## src/etx_pkg.sv

```systemverilog
`default_nettype none

package etx_pkg;

  // ##########################################################
  // link format widths
  // ##########################################################
  localparam int PW     = 104;  // mesh packet
  localparam int AW     = 32;   // address word
  localparam int DW     = 32;   // data word
  localparam int LW     = 64;   // parallel beat to io
  localparam int FW     = 8;    // frame pattern
  localparam int IDW    = 12;   // chip id, top bits of dstaddr
  localparam int DROP_W = 16;   // drop counter

  typedef logic [PW-1:0]     packet_t;
  typedef logic [AW-1:0]     addr_t;
  typedef logic [DW-1:0]     data_t;
  typedef logic [IDW-1:0]    chipid_t;
  typedef logic [LW-1:0]     lane_t;
  typedef logic [FW-1:0]     frame_t;
  typedef logic [1:0]        cfg_addr_t;
  typedef logic [DROP_W-1:0] drop_cnt_t;

  // ##########################################################
  // frame patterns
  // ##########################################################
  localparam frame_t FRAME_HEAD = 8'h3F;  // first beat, header lane
  localparam frame_t FRAME_BODY = 8'hFF;  // second beat, body lane

  // ##########################################################
  // test mode traffic
  // ##########################################################
  localparam chipid_t TEST_PEER_ID  = 12'h821;       // fixed peer chip
  localparam data_t   TEST_WR_DATA  = 32'h5555_5555;
  localparam data_t   TEST_RD_DATA  = 32'hAAAA_AAAA;  // dummy, reads carry no data
  localparam addr_t   TEST_SRC_ADDR = 32'h000F_0300;  // return address for reads

  // register map
  localparam cfg_addr_t CFG_CTRL   = 2'd0;  // bit0 tx_enable, bit1 test_mode
  localparam cfg_addr_t CFG_CHIPID = 2'd1;  // bits 11:0
  localparam cfg_addr_t CFG_DROPS  = 2'd2;  // read only, saturating

  // register port handshake
  typedef enum logic [1:0] {
    IDLE,     // waiting for req
    ACK,      // access done, ack high until req drops
    RELEASE   // ack dropped, handshake closed
  } cfg_state_t;

  // framer beat sequence
  typedef enum logic {
    TX_IDLE,  // may accept
    TX_BODY   // head beat on the wire, body next
  } tx_state_t;

endpackage

`default_nettype wire

```

## src/etx_cfg_if.sv

```systemverilog
`default_nettype none

interface etx_cfg_if
  import etx_pkg::*;
();

  logic    tx_enable;  // transmit enable
  logic    test_mode;  // pattern generator drives the link
  chipid_t chip_id;    // local chip, for self-address filter
  logic    drop;       // one cycle per dropped packet

  modport regs (
    output tx_enable, test_mode, chip_id,
    input  drop
  );

  modport framer (
    input  tx_enable, test_mode, chip_id,
    output drop
  );

  modport gen (
    input test_mode
  );

endinterface

`default_nettype wire

```

## src/etx_cfg_regs.sv

```systemverilog
`default_nettype none

module etx_cfg_regs
  import etx_pkg::*;
(
  input  logic      clk,
  input  logic      reset,
  input  logic      cfg_req,
  input  logic      cfg_write,
  input  cfg_addr_t cfg_addr,
  input  data_t     cfg_wdata,
  output logic      cfg_ack,
  output data_t     cfg_rdata,
  etx_cfg_if.regs   cfg
);

  cfg_state_t state;
  logic       tx_enable_q;
  logic       test_mode_q;
  chipid_t    chip_id_q;
  drop_cnt_t  drops;
  logic       do_access;   // single access per request
  data_t      rd_mux;

  // ##########################################################
  // four-phase handshake
  // ##########################################################

  // req seen in IDLE, or already back in RELEASE
  assign do_access = cfg_req & (state != ACK);

  always_ff @(posedge clk or posedge reset)
  begin
    if (reset)
    begin
      state   <= IDLE;
      cfg_ack <= 1'b0;
    end
    else
    begin
      case (state)
        IDLE, RELEASE:
        begin
          if (cfg_req)
          begin
            state   <= ACK;
            cfg_ack <= 1'b1;  // same edge as the access
          end
          else
            state <= IDLE;
        end
        ACK:
        begin
          if (!cfg_req)  // host saw ack and let go
          begin
            state   <= RELEASE;
            cfg_ack <= 1'b0;
          end
        end
        default:
        begin
          state   <= IDLE;
          cfg_ack <= 1'b0;
        end
      endcase
    end
  end

  // ##########################################################
  // registers
  // ##########################################################
  always_ff @(posedge clk or posedge reset)
  begin
    if (reset)
    begin
      tx_enable_q <= 1'b0;
      test_mode_q <= 1'b0;
      chip_id_q   <= '0;
    end
    else if (do_access && cfg_write)
    begin
      case (cfg_addr)
        CFG_CTRL:
        begin
          tx_enable_q <= cfg_wdata[0];
          test_mode_q <= cfg_wdata[1];
        end
        CFG_CHIPID: chip_id_q <= cfg_wdata[IDW-1:0];
        default: ;  // drops read only, unmapped ignored
      endcase
    end
  end

  // saturating drop count
  always_ff @(posedge clk or posedge reset)
  begin
    if (reset)
      drops <= '0;
    else if (cfg.drop && (drops != '1))
      drops <= drops + 1'b1;
  end

  always_comb
  begin
    case (cfg_addr)
      CFG_CTRL:   rd_mux = {{(DW-2){1'b0}}, test_mode_q, tx_enable_q};
      CFG_CHIPID: rd_mux = {{(DW-IDW){1'b0}}, chip_id_q};
      CFG_DROPS:  rd_mux = {{(DW-DROP_W){1'b0}}, drops};
      default:    rd_mux = '0;  // unmapped reads zero
    endcase
  end

  always_ff @(posedge clk)
  begin
    if (do_access && !cfg_write)
      cfg_rdata <= rd_mux;  // valid with ack
  end

  assign cfg.tx_enable = tx_enable_q;
  assign cfg.test_mode = test_mode_q;
  assign cfg.chip_id   = chip_id_q;

  // ack only answers a request the block has seen
  a_ack_needs_req: assert property (@(posedge clk) disable iff (reset)
    $rose(cfg_ack) |-> $past(cfg_req));

endmodule

`default_nettype wire

```

## src/etx_test_gen.sv

```systemverilog
`default_nettype none

module etx_test_gen
  import etx_pkg::*;
(
  input  logic     clk,
  input  logic     reset,
  etx_cfg_if.gen   cfg,
  input  logic     take,
  output packet_t  test_packet
);

  logic  rd_sel;  // 0 write, 1 read
  logic  pkt_write;
  data_t pkt_data;

  // ##########################################################
  // write/read alternation
  // ##########################################################
  always_ff @(posedge clk or posedge reset)
  begin
    if (reset)
      rd_sel <= 1'b0;
    else if (!cfg.test_mode)
      rd_sel <= 1'b0;      // next test run starts with a write
    else if (take)
      rd_sel <= ~rd_sel;   // framer took this one
  end

  assign pkt_write = ~rd_sel;
  assign pkt_data  = rd_sel ? TEST_RD_DATA : TEST_WR_DATA;

  // 32-bit access to the peer, base of its address space
  assign test_packet = {TEST_SRC_ADDR,            // srcaddr
                        pkt_data,                 // data
                        TEST_PEER_ID, 20'h0_0000, // dstaddr
                        4'h0,                     // ctrlmode
                        2'b10,                    // datamode, 32 bit
                        pkt_write,
                        1'b1};                    // access

endmodule

`default_nettype wire

```

## src/etx_framer.sv

```systemverilog
`default_nettype none

module etx_framer
  import etx_pkg::*;
(
  input  logic       clk,
  input  logic       reset,
  input  logic       etx_access,
  input  packet_t    etx_packet,
  input  packet_t    test_packet,
  etx_cfg_if.framer  cfg,
  output logic       take,
  output logic       etx_io_wait,
  output frame_t     tx_frame_par,
  output lane_t      tx_data_par
);

  tx_state_t  state;
  packet_t    pkt;
  logic       access_in;
  logic       pkt_access;
  logic       pkt_write;
  logic [1:0] pkt_datamode;
  logic [3:0] pkt_ctrlmode;
  addr_t      pkt_dstaddr;
  data_t      pkt_data;
  addr_t      pkt_srcaddr;
  logic       self_addr;
  logic       accept;
  logic       send;
  lane_t      head_lane;
  lane_t      body_q;   // held for the second beat
  logic       drop_q;

  // ##########################################################
  // source select and field split
  // ##########################################################
  assign pkt       = cfg.test_mode ? test_packet : etx_packet;
  assign access_in = cfg.test_mode | etx_access;  // generator always has a packet

  assign pkt_access   = pkt[0];
  assign pkt_write    = pkt[1];
  assign pkt_datamode = pkt[3:2];
  assign pkt_ctrlmode = pkt[7:4];
  assign pkt_dstaddr  = pkt[39:8];
  assign pkt_data     = pkt[71:40];
  assign pkt_srcaddr  = pkt[103:72];

  // packet to ourselves never goes on the link
  assign self_addr = (pkt_dstaddr[AW-1:AW-IDW] == cfg.chip_id);

  assign accept = access_in & (cfg.tx_enable | cfg.test_mode) & (state == TX_IDLE);
  assign send   = accept & ~self_addr;
  assign take   = accept & cfg.test_mode;

  // header beat, bytes from the bottom
  assign head_lane = {16'h0000,
                      ~pkt_write, 7'h00,                  // read flag at bit 47
                      pkt_ctrlmode, pkt_dstaddr[31:28],
                      pkt_dstaddr[27:4],
                      pkt_dstaddr[3:0], pkt_datamode, pkt_write, pkt_access};

  // ##########################################################
  // two-beat sequence
  // ##########################################################
  always_ff @(posedge clk or posedge reset)
  begin
    if (reset)
    begin
      state        <= TX_IDLE;
      tx_frame_par <= '0;
      tx_data_par  <= '0;
      drop_q       <= 1'b0;
    end
    else
    begin
      drop_q <= accept & self_addr;  // consumed, counted next cycle
      case (state)
        TX_IDLE:
        begin
          if (send)
          begin
            state        <= TX_BODY;
            tx_frame_par <= FRAME_HEAD;
            tx_data_par  <= head_lane;
          end
          else
          begin
            tx_frame_par <= '0;  // idle wire
            tx_data_par  <= '0;
          end
        end
        TX_BODY:
        begin
          state        <= TX_IDLE;  // accept again while body is out
          tx_frame_par <= FRAME_BODY;
          tx_data_par  <= body_q;
        end
        default: state <= TX_IDLE;
      endcase
    end
  end

  always_ff @(posedge clk)
  begin
    if (send)
      body_q <= {pkt_data, pkt_srcaddr};  // data high, srcaddr low
  end

  assign etx_io_wait = (state == TX_BODY);  // high only during head beat
  assign cfg.drop    = drop_q;

  // every head is closed by its body on the next beat
  a_head_then_body: assert property (@(posedge clk) disable iff (reset)
    (tx_frame_par == FRAME_HEAD) |=> (tx_frame_par == FRAME_BODY));

endmodule

`default_nettype wire

```

## src/etx_wait_sync.sv

```systemverilog
`default_nettype none

module etx_wait_sync
(
  input  logic clk,
  input  logic reset,
  input  logic tx_rd_wait,
  input  logic tx_wr_wait,
  input  logic etx_io_wait,
  output logic etx_rd_wait,
  output logic etx_wr_wait,
  output logic etx_wait
);

  logic [1:0] meta_q;  // {wr, rd}, first stage
  logic [1:0] sync_q;  // second stage

  // ##########################################################
  // io waits, two flops each
  // ##########################################################
  always_ff @(posedge clk or posedge reset)
  begin
    if (reset)
    begin
      meta_q <= 2'b00;
      sync_q <= 2'b00;
    end
    else
    begin
      meta_q <= {tx_wr_wait, tx_rd_wait};
      sync_q <= meta_q;
    end
  end

  assign etx_rd_wait = sync_q[0];
  assign etx_wr_wait = sync_q[1];

  // pipeline stall, framer or io
  assign etx_wait = etx_io_wait | etx_rd_wait | etx_wr_wait;

endmodule

`default_nettype wire

```

## src/etx_top.sv

```systemverilog
`default_nettype none

module etx_top
  import etx_pkg::*;
(
  input  logic      clk,
  input  logic      reset,
  // register port
  input  logic      cfg_req,
  input  logic      cfg_write,
  input  cfg_addr_t cfg_addr,
  input  data_t     cfg_wdata,
  output logic      cfg_ack,
  output data_t     cfg_rdata,
  // system side
  input  logic      etx_access,
  input  packet_t   etx_packet,
  output logic      etx_io_wait,
  output logic      etx_rd_wait,
  output logic      etx_wr_wait,
  output logic      etx_wait,
  // io side
  input  logic      tx_rd_wait,
  input  logic      tx_wr_wait,
  output frame_t    tx_frame_par,
  output lane_t     tx_data_par
);

  packet_t test_packet;
  logic    take;

  etx_cfg_if cfg_bus ();

  // ##########################################################
  // config and test source
  // ##########################################################
  etx_cfg_regs cfg_regs_i (
    .clk       (clk),
    .reset     (reset),
    .cfg_req   (cfg_req),
    .cfg_write (cfg_write),
    .cfg_addr  (cfg_addr),
    .cfg_wdata (cfg_wdata),
    .cfg_ack   (cfg_ack),
    .cfg_rdata (cfg_rdata),
    .cfg       (cfg_bus.regs)
  );

  etx_test_gen test_gen_i (
    .clk         (clk),
    .reset       (reset),
    .cfg         (cfg_bus.gen),
    .take        (take),
    .test_packet (test_packet)
  );

  // ##########################################################
  // framing and stall
  // ##########################################################
  etx_framer framer_i (
    .clk          (clk),
    .reset        (reset),
    .etx_access   (etx_access),
    .etx_packet   (etx_packet),
    .test_packet  (test_packet),
    .cfg          (cfg_bus.framer),
    .take         (take),
    .etx_io_wait  (etx_io_wait),
    .tx_frame_par (tx_frame_par),
    .tx_data_par  (tx_data_par)
  );

  etx_wait_sync wait_sync_i (
    .clk         (clk),
    .reset       (reset),
    .tx_rd_wait  (tx_rd_wait),
    .tx_wr_wait  (tx_wr_wait),
    .etx_io_wait (etx_io_wait),
    .etx_rd_wait (etx_rd_wait),
    .etx_wr_wait (etx_wr_wait),
    .etx_wait    (etx_wait)
  );

endmodule

`default_nettype wire

```

## config.mk

```make
export PLATFORM = sky130hd
export DESIGN_NAME = etx_top
export DESIGN_NICKNAME = d
export VERILOG_FILES = /design/src/etx_pkg.sv /design/src/etx_cfg_if.sv /design/src/etx_cfg_regs.sv /design/src/etx_test_gen.sv /design/src/etx_framer.sv /design/src/etx_wait_sync.sv /design/src/etx_top.sv
export SDC_FILE = /design/constraint.sdc
export NUM_CORES = 1
export LEC_CHECK = 0
export BUFFER_PORTS_ARGS = -buffer_cell sky130_fd_sc_hd__buf_2
export CORE_MARGIN = 4
export CORE_UTILIZATION = 50
export CTS_CLUSTER_DIAMETER = 50
export CTS_CLUSTER_SIZE = 8
export DETAILED_ROUTE_END_ITERATION = 12
export MAX_ROUTING_LAYER = met4
export PLACE_DENSITY_LB_ADDON = 0.08
export SYNTH_ARGS = -nofsm -noshare
export SYNTH_HDL_FRONTEND = slang
export SYNTH_SLANG_ARGS = --single-unit
```

## constraint.sdc

```tcl
create_clock -name clk -period 9.2 [get_ports clk]
set_input_delay 0.92 -clock clk [delete_from_list [all_inputs] [get_ports clk]]
set_output_delay 0.92 -clock clk [all_outputs]
set_load 0.01 [all_outputs]
```

# Yosys cells after proc, flatten, opt, wreduce, memory -nomap -nowiden
# Index checks and enable logic that the tools add are counted.
# op_classes
n_addsub,1
mul,0
div_mod_pow,0
n_lt_le_gt_ge,0
n_eq_ne,10
n_shift,0
muxes,17
bitwise_logic,14
n_reduce_logical,10
# op_table
op,count
one-hot mux 64 bit (2 select lines),1
two-way mux 72 bit,1
two-way mux 48 bit,1
one-hot mux 16 bit (3 select lines),1
two-way mux 32 bit,1
"adder 16 x 1 -> 16 bit, second input constant",1
"inequality test 16 bit, second input constant",1
one-hot mux 8 bit (2 select lines),1
== test 12 bit,1
bitwise AND 1 bit,6
two-way mux 1 bit,6
two-way mux 6 bit,1
AND reduction 2 bit,3
"== test 2 x 1 -> 1 bit, second input constant",2
"== test 2 bit, second input constant",2
logical NOT 2 bit,2
"inequality test 2 x 1 -> 1 bit, second input constant",2
"inequality test 2 bit, second input constant",2
inverter 1 bit,4
bitwise OR 1 bit,4
one-hot mux 1 bit (2 select lines),2
one-hot mux 2 bit (2 select lines),1
logical AND 1 bit,3
two-way mux 2 bit,1
other kinds (2),2
# word_totals
regBits,208
latchBits,0
ramBits,0
rom_bits,0
in_bits,145
elab_cells,68
mem_count,0

# Logic depth before layout (Yosys ltp)
# Gate-level depths: netlist of run 1.
# logic_depth
word_depth,7
ltp_mapped,8
depth_no_buf,6

# Cells and area by module
# Synthesis of run 1 repeated with hierarchy kept, for this count alone.
# unflattened
hier_cells,696
area_unflattened_um2,8987.4
# by_module_without_submodules
module,n_inst,cells_per_inst,area_per_inst_um2,seq_area_each_um2
etx_framer,1,400,5739.3,3623.5
etx_cfg_regs,1,179,2302.2,1306.3
etx_test_gen,1,111,835.8,25.0
etx_wait_sync,1,6,110.1,100.1

# Least setup slack after synthesis of run 1
# OpenSTA, ideal clock, no wires.
# synth_path
kind,input to register
start,in etx_packet[28]
end,"reg framer_i.body_q[0], enable pin"
setup_ns,0.458
arrival_ns,3.608
t_required_ns,8.742
slack_ns,5.135
cell_stages,4
n_path_buf,0
path_cell_list,and4b_1 a22oi_1 a32oi_2 a31oi_2
# synth_between
elab_chain_cells,4
# synth_lines
element,line_no,text
from (decl),etx_top.sv:17,"input packet_t etx_packet,"
two-way mux 72 bit,etx_framer.sv:38,assign pkt = cfg.test_mode ? test_packet : etx_packet;
== test 12 bit,etx_framer.sv:50,assign self_addr = (pkt_dstaddr[AW-1:AW-IDW] == cfg.chip_id);
inverter 1 bit,etx_framer.sv:53,assign send = accept & ~self_addr;
bitwise AND 1 bit,etx_framer.sv:53,
named net framer_i.send,etx_framer.sv:30,logic send;
to (signal assigned),etx_framer.sv:107,"body_q <= {pkt_data, pkt_srcaddr};"
to (decl),etx_framer.sv:32,lane_t body_q;
# The timed path passes the listed nets, and every way through them passes these cells.
# A chain may end at the register's enable or synchronous reset.

# Worst setup path in the final report of run 1
# layout_path
start,"reg cfg_regs_i.test_mode_q, in the netlist cfg_regs_i.cfg.test_mode"
end,"reg framer_i.body_q[52], enable pin"
# layout_between
elab_chain_cells,4
# layout_lines
element,line_no,text
from (decl),etx_cfg_regs.sv:19,logic test_mode_q;
from (signal assigned),etx_cfg_regs.sv:86,test_mode_q <= cfg_wdata[1];
"two-way mux 72 bit, or another cell as far along",etx_framer.sv:38,
== test 12 bit / bitwise AND 1 bit (equally long branches),"etx_framer.sv:50, etx_framer.sv:52",
inverter 1 bit / bitwise AND 1 bit (equally long branches),"etx_framer.sv:53, etx_framer.sv:52",
bitwise AND 1 bit *,etx_framer.sv:53,
named net framer_i.send,etx_framer.sv:30,
# Mark *: on every way through the listed nets, which the timed path passes. The rest lies on a longest branch.

==> summary.txt, run 1 <==
Route
  – Initial DRC Count: 213
  – Post-Route WL: 16.6 mm
  – Final antenna-violating net count: 0
  – Wire per inst: about 17 µm
  – Via count: 4939
  – TritonRoute pass-1 iters: 4
  – DR DRC count: 0
  – Vias per cell: 5.14

Global routing
  – GR Overflow Total: 0
  – GRT Overall Usage: 0.202
  – Vias in the first global route: 4894
  – Largest net degree at the start of global routing: 70
  – First-pass GRT wire length: 25.2 mm
  – Antenna violations before repair: 0

Die
  – Die Ht: 131 µm
  – Die width: 131 µm
  – I/O pins: 254
  – Die ar.: 0.0171 mm²
  – # rows: 44
  – Initial Utilization: 0.515
  – Core box area: 0.0146 mm²

Outcome
  – Status: finished, final reports clean

Finish
  – Area growth from synthesis to layout: 22.8%
  – Register area: 0.00506 mm²
  – Filler cell count in the final layout: 1169
  – Ant. Diodes: 0
  – Area of the multi-input gates: 0.00210 mm²
  – Share of layout cells above drive strength 1: 0.380
  – Final instance area: 0.00927 mm²
  – Final #Nets: 910

Clocking
  – # H-tree levels: 4
  – Resize count post-CTS: 0
  – Root Buffer: clkbuf_16
  – Clock sink count: 186
  – CTS clk-pin slew, worst paths: ~0.06 ns
  – CTS Buf Count: 17
  – Number of setup buffers added after CTS: 0
  – CTS tree: yes
  – Clock buffer depth: 2
  – Clock Latency Late Sink: between 0.4 and 0.5 ns
  – # hold bufs at CTS: 0

Logic synthesis
  – Synth top area share: 0.351
  – EDFF count, synth: 80
  – YS warnings: 0
  – Register area share after synthesis: 0.670
  – Area leader, netlist: dfrtp_1
  – Top-count cell post-synth: dfrtp_1
  – Area contributors post-synth: dfrtp_1 (35%), edfxtp_1 (32%), a22o_1 (5.0%), nor2b_1 (2.8%), o21ai_0 (2.8%)
  – Syn Area/Cell: 13.6 µm²
  – Synthesized cell area: between 0.007 and 0.008 mm²
  – Synth cell count leaders: dfrtp_1 (106), edfxtp_1 (80), a22o_1 (43), o21ai_0 (42), inv_1 (36)
  – Top FF cell, synth: dfrtp_1
  – Yosys cell types: 47
  – Mapped Cells: 555
  – Async set or reset register ratio after synthesis: 0.570
  – Synthesis-stage register bit count: 186

Placement
  – Placed cell area: 0.00866 mm²
  – Port Buffers: roughly 220
  – HPWL after DPL: 11.4 mm
  – Final Wtd Congestion: about 0.80

Run
  – Max-cap check violation count: 0

Power
  – P_leak: between 0.004 and 0.005 µW
  – Power Density: 275 mW/mm²
  – VDD IR max: 0.000143 V
  – Total power: 2550 µW

STA
  – Final Cycle Share: 0.403
  – Final setup violation count: 0
  – Min Clock Period, post-route: 3.71 ns
  – Final Slew Violations: 0
  – Worst slew pin tran: 0.947 ns
  – Max transition margin: 0.367
  – RSZ-0062 raised after global routing: false
  – Final TNS setup: 0 ns
  – Final hold violation count: 0
  – Skew final: 0.00889 ns
  – Fmax: between 200 and 300 MHz

Critical path
  – CP arrival: 3.77 ns
  – Worst Path Max Fanout: 63
  – RR Startpoint: cfg_regs_i.cfg.test_mode
  – CP endpoint kind: flip-flop
  – Worst r2r path cells: 6
  – Critical Path Source Type: flip-flop
  – Worst reg-to-reg setup slack: around 5.5 ns
  – Worst Path Required: approximately 9.3 ns
  – Reg2reg end: framer_i.body_q[52]
  – Crit Path Class: flip-flop to flip-flop

Hold path
  – Min-Delay Startpoint: wait_sync_i.meta_q[0]
  – Hold Path Stages: 0
  – Min-Delay Endpoint: wait_sync_i.sync_q[0]
  – HP Class: flip-flop to flip-flop
## worst max-delay path: stages (launching register included)
cell	delay [ns]
dfrtp_2	0.69
buf_4	0.59
and2b_4	0.26
a32oi_1	0.23
a32oi_2	0.15
a31oi_4	0.79
buf_4	0.61
## flip-flops by register name, summed over array words and instances, names as in the netlist, 2 cells and up
signal	flops
cfg_regs_i.cfg_rdata	16
framer_i.tx_data_par	64
cfg_regs_i.drops	16
framer_i.tx_frame_par	2
wait_sync_i.meta_q	2
framer_i.body_q	64
wait_sync_i.sync_q	2
cfg_regs_i.state	2
cfg_regs_i.cfg.chip_id	12
## metal layers
| layer | global-route usage | part of all wire | vias up |
|---|---|---|---|
| met3 | 0.0435 | 0.059 | 23 |
| met1 | 0.254 | 0.42 | 2410 |
| met4 | 0.0768 | 0.020 | 0 |
| met2 | 0.323 | 0.50 | 169 |
| met5 | - | 0 | - |
| li1 | - | - | 2337 |
## power breakdown
group	leakage, µW	internal (µW)	total, µW	switching, µW
registers	0.00213	1130	1210	85.7
clock network	0.000299	461	751	290
logic	0.00187	248	591	343
## worst max path at each step
stage	start	to	slack [ns]	depth (start not counted)
after floorplan	etx_packet[28]	framer_i.body_q[0]	5.13	4
after global placement	cfg_regs_i.cfg.test_mode	framer_i.body_q[54]	5.47	6
after detailed placement	cfg_regs_i.cfg.test_mode	framer_i.body_q[60]	5.41	6
after CTS	cfg_regs_i.cfg.test_mode	framer_i.body_q[44]	5.39	6
after global routing	cfg_regs_i.cfg.test_mode	framer_i.body_q[6]	5.16	6
final	cfg_regs_i.cfg.test_mode	framer_i.body_q[52]	5.49	6
## metrics by stage
stage,hold slack [ns],util,instances,setup WS [ns]
2_1_floorplan,0.331,-,570,5.13
3_3_place_gp,0.335,0.591,929,5.47
3_5_place_dp,0.341,0.591,929,5.41
4_1_cts,0.350,0.633,961,5.39
5_1_grt,0.359,0.633,961,5.16
6_report,0.348,0.633,961,5.49
## cell usage in the layout, fill, tap and decap left out, drive strengths merged, types with 3 or more instances in the layout
cell    netlist  layout
and2         29      29
nand4         8       8
nor2b        34      34
nand2        12      12
nor4b         4       4
conb          1      16
edfxtp       80      80
nand3         7       7
xnor2        20      20
clkbuf       17      23
o21ai        42      42
nand2b        3       3
or2          13      13
clkinv        0       5
nor2         14      14
inv          36      36
nand4b        3       3
dfrtp       106     106
a31oi         3       3
a22o         51      51
mux2         15      15
bufinv        0       4
a32oi         4       4
buf          31     223
## logic make-up (layout without fill, tap and decap cells)
family,count (synthesis),after routing,share of synthesized area
compound gates,106,106,0.109
xor+xnor,22,22,0.0255
fa+ha+maj,1,1,0.00166
buf+inv,84,291,0.0602
flops,186,186,0.670
mux,17,17,0.0250
other cells,1,16,0.000497
simple gates,138,138,0.109
## area by class of cell
| type | instances | share of cell area |
|---|---|---|
| sequential | 186 | 0.546 |
| clock buffer | 23 | 0.0494 |
| inverter | 36 | 0.0149 |
| multi-input combinational | 300 | 0.227 |
| clock inverter | 9 | 0.0161 |
| tap | 184 | 0.0248 |
| timing repair buffer | 223 | 0.122 |
No activity file was read; power rests on OpenSTA's default activity.
==> run 2, diff against run 1 <==
- clock period: 9.2 -> 3.45 ns (I/O delays scaled with it)
==> run 2 against run 1 <==
Die area did not move. First-iteration DRC count rose by 35%. Flip-flop and latch count did not move. Count of clock-buffer cells in the layout fell by 3. Largest power group unchanged. Critical endpoint is now framer_i.tx_data_par[10]. Power rose to 2.6 times the previous value. Clock power rose to 2.6 times the previous value.
==> summary.txt, run 2 (synthesized netlist as in run 1, its figures left out) <==
Critical path
  – Reg2reg end: framer_i.tx_data_par[10]
  – CP endpoint kind: flip-flop
  – Worst Path Required: 3.81 ns
  – Worst Path Max Fanout: 52
  – Worst r2r path cells: 6
  – Worst reg-to-reg setup slack: 0.87 ns
  – Crit Path Class: flip-flop to flip-flop
  – RR Startpoint: cfg_regs_i.cfg.test_mode
  – Critical Path Source Type: flip-flop
  – CP arrival: 2.93 ns

Route
  – Wire per inst: 17.4 µm
  – Final antenna-violating net count: 0
  – Initial DRC Count: 288
  – Via count: 4976
  – Post-Route WL: 16.8 mm
  – Vias per cell: 5.15
  – TritonRoute pass-1 iters: 4
  – DR DRC count: 0

Finish
  – Commonest non-fill, non-tap cell in the layout: buf_2
  – Filler cell count in the final layout: 1156
  – Share of layout cells above drive strength 1: 0.384
  – Fin cells: between 900 and 1000
  – Final #Nets: between 900 and 1000
  – Commonest non-fill, non-tap cells in the layout: buf_2 (217), dfrtp_1 (104), edfxtp_1 (80)
  – Area growth from synthesis to layout: 23.3%
  – Top flop regs: framer_i.body_q x64, framer_i.tx_data_par x64

Die
  – Initial Utilization: 0.515
  – # rows: 44
  – I/O pins: 254
  – Die ar.: between 0.015 and 0.02 mm²
  – Die Ht: between 100 and 150 µm
  – Die width: 131 µm
  – Core box area: 0.0146 mm²

STA
  – Final hold violation count: 0
  – Setup WS post-layout: between 0.8 and 0.9 ns
  – Fmax: 388 MHz
  – Worst slew pin tran: about 0.95 ns
  – Skew final: around 0.013 ns
  – Final Cycle Share: 0.747
  – RSZ-0062 raised after global routing: false
  – Max transition margin: 0.368
  – Final TNS setup: 0 ns
  – Final setup violation count: 0
  – Minimum hold slack: 0.108 ns
  – Min Clock Period, post-route: around 2.6 ns
  – Final Slew Violations: 0

Clocking
  – Clock buffer depth: 2
  – CTS tree: yes
  – Resize count post-CTS: 0
  – Clock Latency Late Sink: between 0.4 and 0.5 ns
  – Root Buffer: clkbuf_16
  – CTS clk-pin slew, worst paths: 0.07 ns
  – Clock sink count: 186
  – # H-tree levels: 4
  – CTS Buf Count: 17

Global routing
  – First-pass GRT wire length: approximately 26 mm
  – GRT Overall Usage: 0.206
  – Antenna violations before repair: 2
  – GR Overflow Total: 0
  – Vias in the first global route: 5066
  – Largest net degree at the start of global routing: 72

Run
  – Max-cap check violation count: 0

Placement
  – Final Wtd Congestion: about 0.8
  – Placed cell count: 931
  – Pre-CTS setup slack: 0.885 ns
  – HPWL after DPL: 11.7 mm
  – Port Buffers: ~220

Power
  – Power Density: around 730 mW/mm²
  – Total power: 6760 µW
  – P_leak: 0.00431 µW
  – VDD IR max: 0.000363 V

Outcome
  – Status: finished, final reports clean

Hold path
  – HP Class: input pin to async pin
## run 2: critical path, stage by stage (launching register included)
cell,delay (ns)
dfrtp_2,0.92
and2b_4,0.28
a32oi_1,0.21
a32oi_2,0.15
a311oi_4,0.32
buf_4,0.41
a22o_2,0.22
## run 2: metrics by stage
| stage | area [µm²] | utilization |
|---|---|---|
| after CTS | 9290 | 0.635 |
| final | 9310 | 0.636 |
| after global routing | 9310 | 0.636 |
| after floorplan | 7610 | - |
| after global placement | 8690 | 0.593 |
| after detailed placement | 8690 | 0.593 |
## run 2: worst max path at each step
stage	to	start	cells after the start
2_1_floorplan	cfg_regs_i.cfg.chip_id[0]	reset	1
3_3_place_gp	framer_i.tx_data_par[47]	cfg_regs_i.cfg.test_mode	5
3_5_place_dp	framer_i.tx_data_par[10]	cfg_regs_i.cfg.test_mode	6
4_1_cts	framer_i.tx_data_par[10]	cfg_regs_i.cfg.test_mode	6
5_1_grt	framer_i.tx_data_par[47]	cfg_regs_i.cfg.test_mode	5
6_report	framer_i.tx_data_par[10]	cfg_regs_i.cfg.test_mode	6
## run 2: power breakdown
part           internal [µW]  switching [µW]
registers               3000             242
logic                    678             904
clock network           1120             824
## run 2: cell type report
cell class	count	area, µm²	share of cell area
Antenna cell	2	5.00	0.000538
Clock inverter	12	138	0.0148
Tap cell	184	230	0.0247
Sequential cell	186	5060	0.543
Clock buffer	20	458	0.0492
Timing Repair Buffer	227	1180	0.127
Multi-Input combinational cell	300	2100	0.226
Inverter	36	138	0.0148
## run 2: timing repair
action	in CTS	in global routing
setup buffers	0	0
hold buffers	1	1
endpoints found under the hold margin	1	1
## run 2: routing by layer
layer	vias up	part of all wire	wire length, µm	track usage
li1	2348	-	-	-
met1	2418	0.41	6970	0.253
met2	190	0.49	8290	0.329
met3	20	0.076	1270	0.0598
met4	0	0.016	267	0.0714
met5	-	0	0	-
==> run 3, diff against run 2 <==
- CORE_UTILIZATION: 50 -> 45
- clock period: 3.45 -> 2.3 ns (I/O delays scaled with it)
==> run 3 against run 2 <==
The flow now finishes with violations (negative hold slack). Worst hold slack worse by 0.12 ns. Routed wire length is 5.0% higher. Count of clock-buffer cells in the layout stayed put. Critical endpoint is now framer_i.body_q[10]. Largest cell class unchanged. Largest power group unchanged.
==> summary.txt, run 3 (synthesized netlist as in run 1, its figures left out) <==
Outcome
  – Status: finished, violations left
  – Failing checks: negative hold slack

Die
  – # rows: 47
  – Die Ht: ~140 µm
  – Die ar.: 0.0189 mm²
  – Die width: 138 µm
  – I/O pins: 254
  – Initial Utilization: 0.457
  – Core box area: 0.0165 mm²

Finish
  – Top flop regs: framer_i.body_q x64, framer_i.tx_data_par x64
  – Commonest non-fill, non-tap cells in the layout: buf_2 (217), dfrtp_1 (104), edfxtp_1 (80)
  – Area growth from synthesis to layout: 26.8%
  – Final #Nets: 926
  – Fin cells: between 1000 and 1500
  – Commonest non-fill, non-tap cell in the layout: buf_2
  – Share of layout cells above drive strength 1: 0.398
  – Final instance area: 0.00957 mm²

Critical path
  – Crit Path Class: flip-flop to flip-flop
  – Worst path cell trace: and2b_4 -> a32oi_1 -> a32oi_4 -> a31oi_4 -> buf_12 -> buf_4
  – CP arrival: 2.35 ns
  – Buf/Inv on CP: 2
  – CP endpoint kind: flip-flop
  – Crit path max-delay cell type: dfrtp_4
  – Critical path's top delay family: compound AO/OA/AOI/OAI gates
  – Crit-path max cell delay: ~0.58 ns
  – Critical Path Source Type: flip-flop
  – Worst Path Required: between 2 and 2.5 ns
  – Worst Path Max Fanout: 37

STA
  – Min Clock Period, post-route: 2.21 ns
  – Final Cycle Share: 0.961
  – Final hold violation count: 15
  – Worst slew pin tran: 0.866 ns
  – Max transition margin: 0.422
  – Setup WS post-layout: 0.0906 ns
  – Fmax: between 400 and 500 MHz
  – Minimum hold slack: -0.0127 ns
  – Final Slew Violations: 0
  – Final setup violation count: 0
  – Skew final: 0.00840 ns

Power
  – Power Density: 1100 mW/mm²
  – VDD IR max: 0.000540 V
  – P_leak: roughly 0.0044 µW

Clocking
  – Clock Latency Late Sink: roughly 0.42 ns
  – Clock buffer depth: 2
  – CTS Buf Count: 17
  – Clock sink count: 186
  – CTS clk-pin slew, worst paths: 0.07 ns
  – Number of setup buffers added after CTS: 0
  – Root Buffer: clkbuf_16
  – CTS tree: yes
  – # H-tree levels: 4

Route
  – Vias per cell: about 5.0
  – Via count: 5030
  – Wire per inst: roughly 17 µm
  – Initial DRC Count: approximately 250
  – DR DRC count: 0
  – Final antenna-violating net count: 0
  – TritonRoute pass-1 iters: 4
  – Post-Route WL: 17.6 mm

Run
  – Max-cap check violation count: 0

Global routing
  – Largest net degree at the start of global routing: 107
  – Vias in the first global route: 5190
  – Antenna violations before repair: 2
  – GRT Overall Usage: 0.194
  – GR Overflow Total: 0
  – First-pass GRT wire length: 27.0 mm

Placement
  – Placed cell area: 0.00889 mm²
  – HPWL after DPL: 12.6 mm
  – Pre-CTS setup slack: -0.0807 ns
  – Final Wtd Congestion: between 0.7 and 0.8
  – Port Buffers: 217
  – Placed cell count: 979

Hold path
  – HP Class: input pin to async pin
-- run 3: worst min-delay path, stage by stage --
cell and delay [ns]:
buf_2 0.11, clkinvlp_4 0.07, buf_12 0.45
-- run 3: metrics by stage --
stage                     utilization  total power, µW  TNS, ns  hold slack, ns
after floorplan                     -             6490   -24.01           0.261
after global placement          0.538             7460        0           0.333
after detailed placement        0.538             7550   -0.879           0.340
after CTS                       0.577            10600        0         0.00232
after global routing            0.579            11100   -0.572          0.0184
final                           0.579            10500        0         -0.0127
-- run 3: report_power, final --
group          internal [µW]  switching (µW)
combinational           1140            1470
sequential              4500             349
clock                   1850            1210
-- run 3: area by class of cell --
class,instances,area (µm²)
Antenna cell,2,5.00
Clock buffer,20,447
Clock inverter,11,171
Fill cell,1403,6960
Inverter,36,139
Multi-Input combinational cell,300,2160
Sequential cell,186,5060
Tap cell,220,275
Timing Repair Buffer,239,1310
-- run 3: final timing paths --
check | to | start | slack [ns] | cells after the start
setup reg to reg | framer_i.body_q[10] | cfg_regs_i.cfg.test_mode | 0.09 | 6
max in group asynchronous | cfg_regs_i.cfg.test_mode | reset | 1.84 | 3
min in group clk | framer_i.tx_data_par[22] | etx_packet[26] | 0.02 | 2
hold / removal | framer_i.tx_data_par[22] | reset | -0.01 | 3
setup / recovery | framer_i.body_q[10] | cfg_regs_i.cfg.test_mode | 0.09 | 6
hold reg to reg | wait_sync_i.sync_q[0] | wait_sync_i.meta_q[0] | 0.36 | 0
-- run 3: per-layer routing --
metal,track usage,up-vias,wire [µm]
met4,0.0621,0,277
met2,0.315,158,8800
met1,0.239,2477,7180
met5,-,-,0
met3,0.0522,22,1380
li1,-,2373,-
-- run 3: what timing repair did --
item                                    CTS  global route
endpoints found under the setup margin    0            21
endpoints found under the hold margin     2             0
hold buffers                              2             0
resized for setup                         0             4
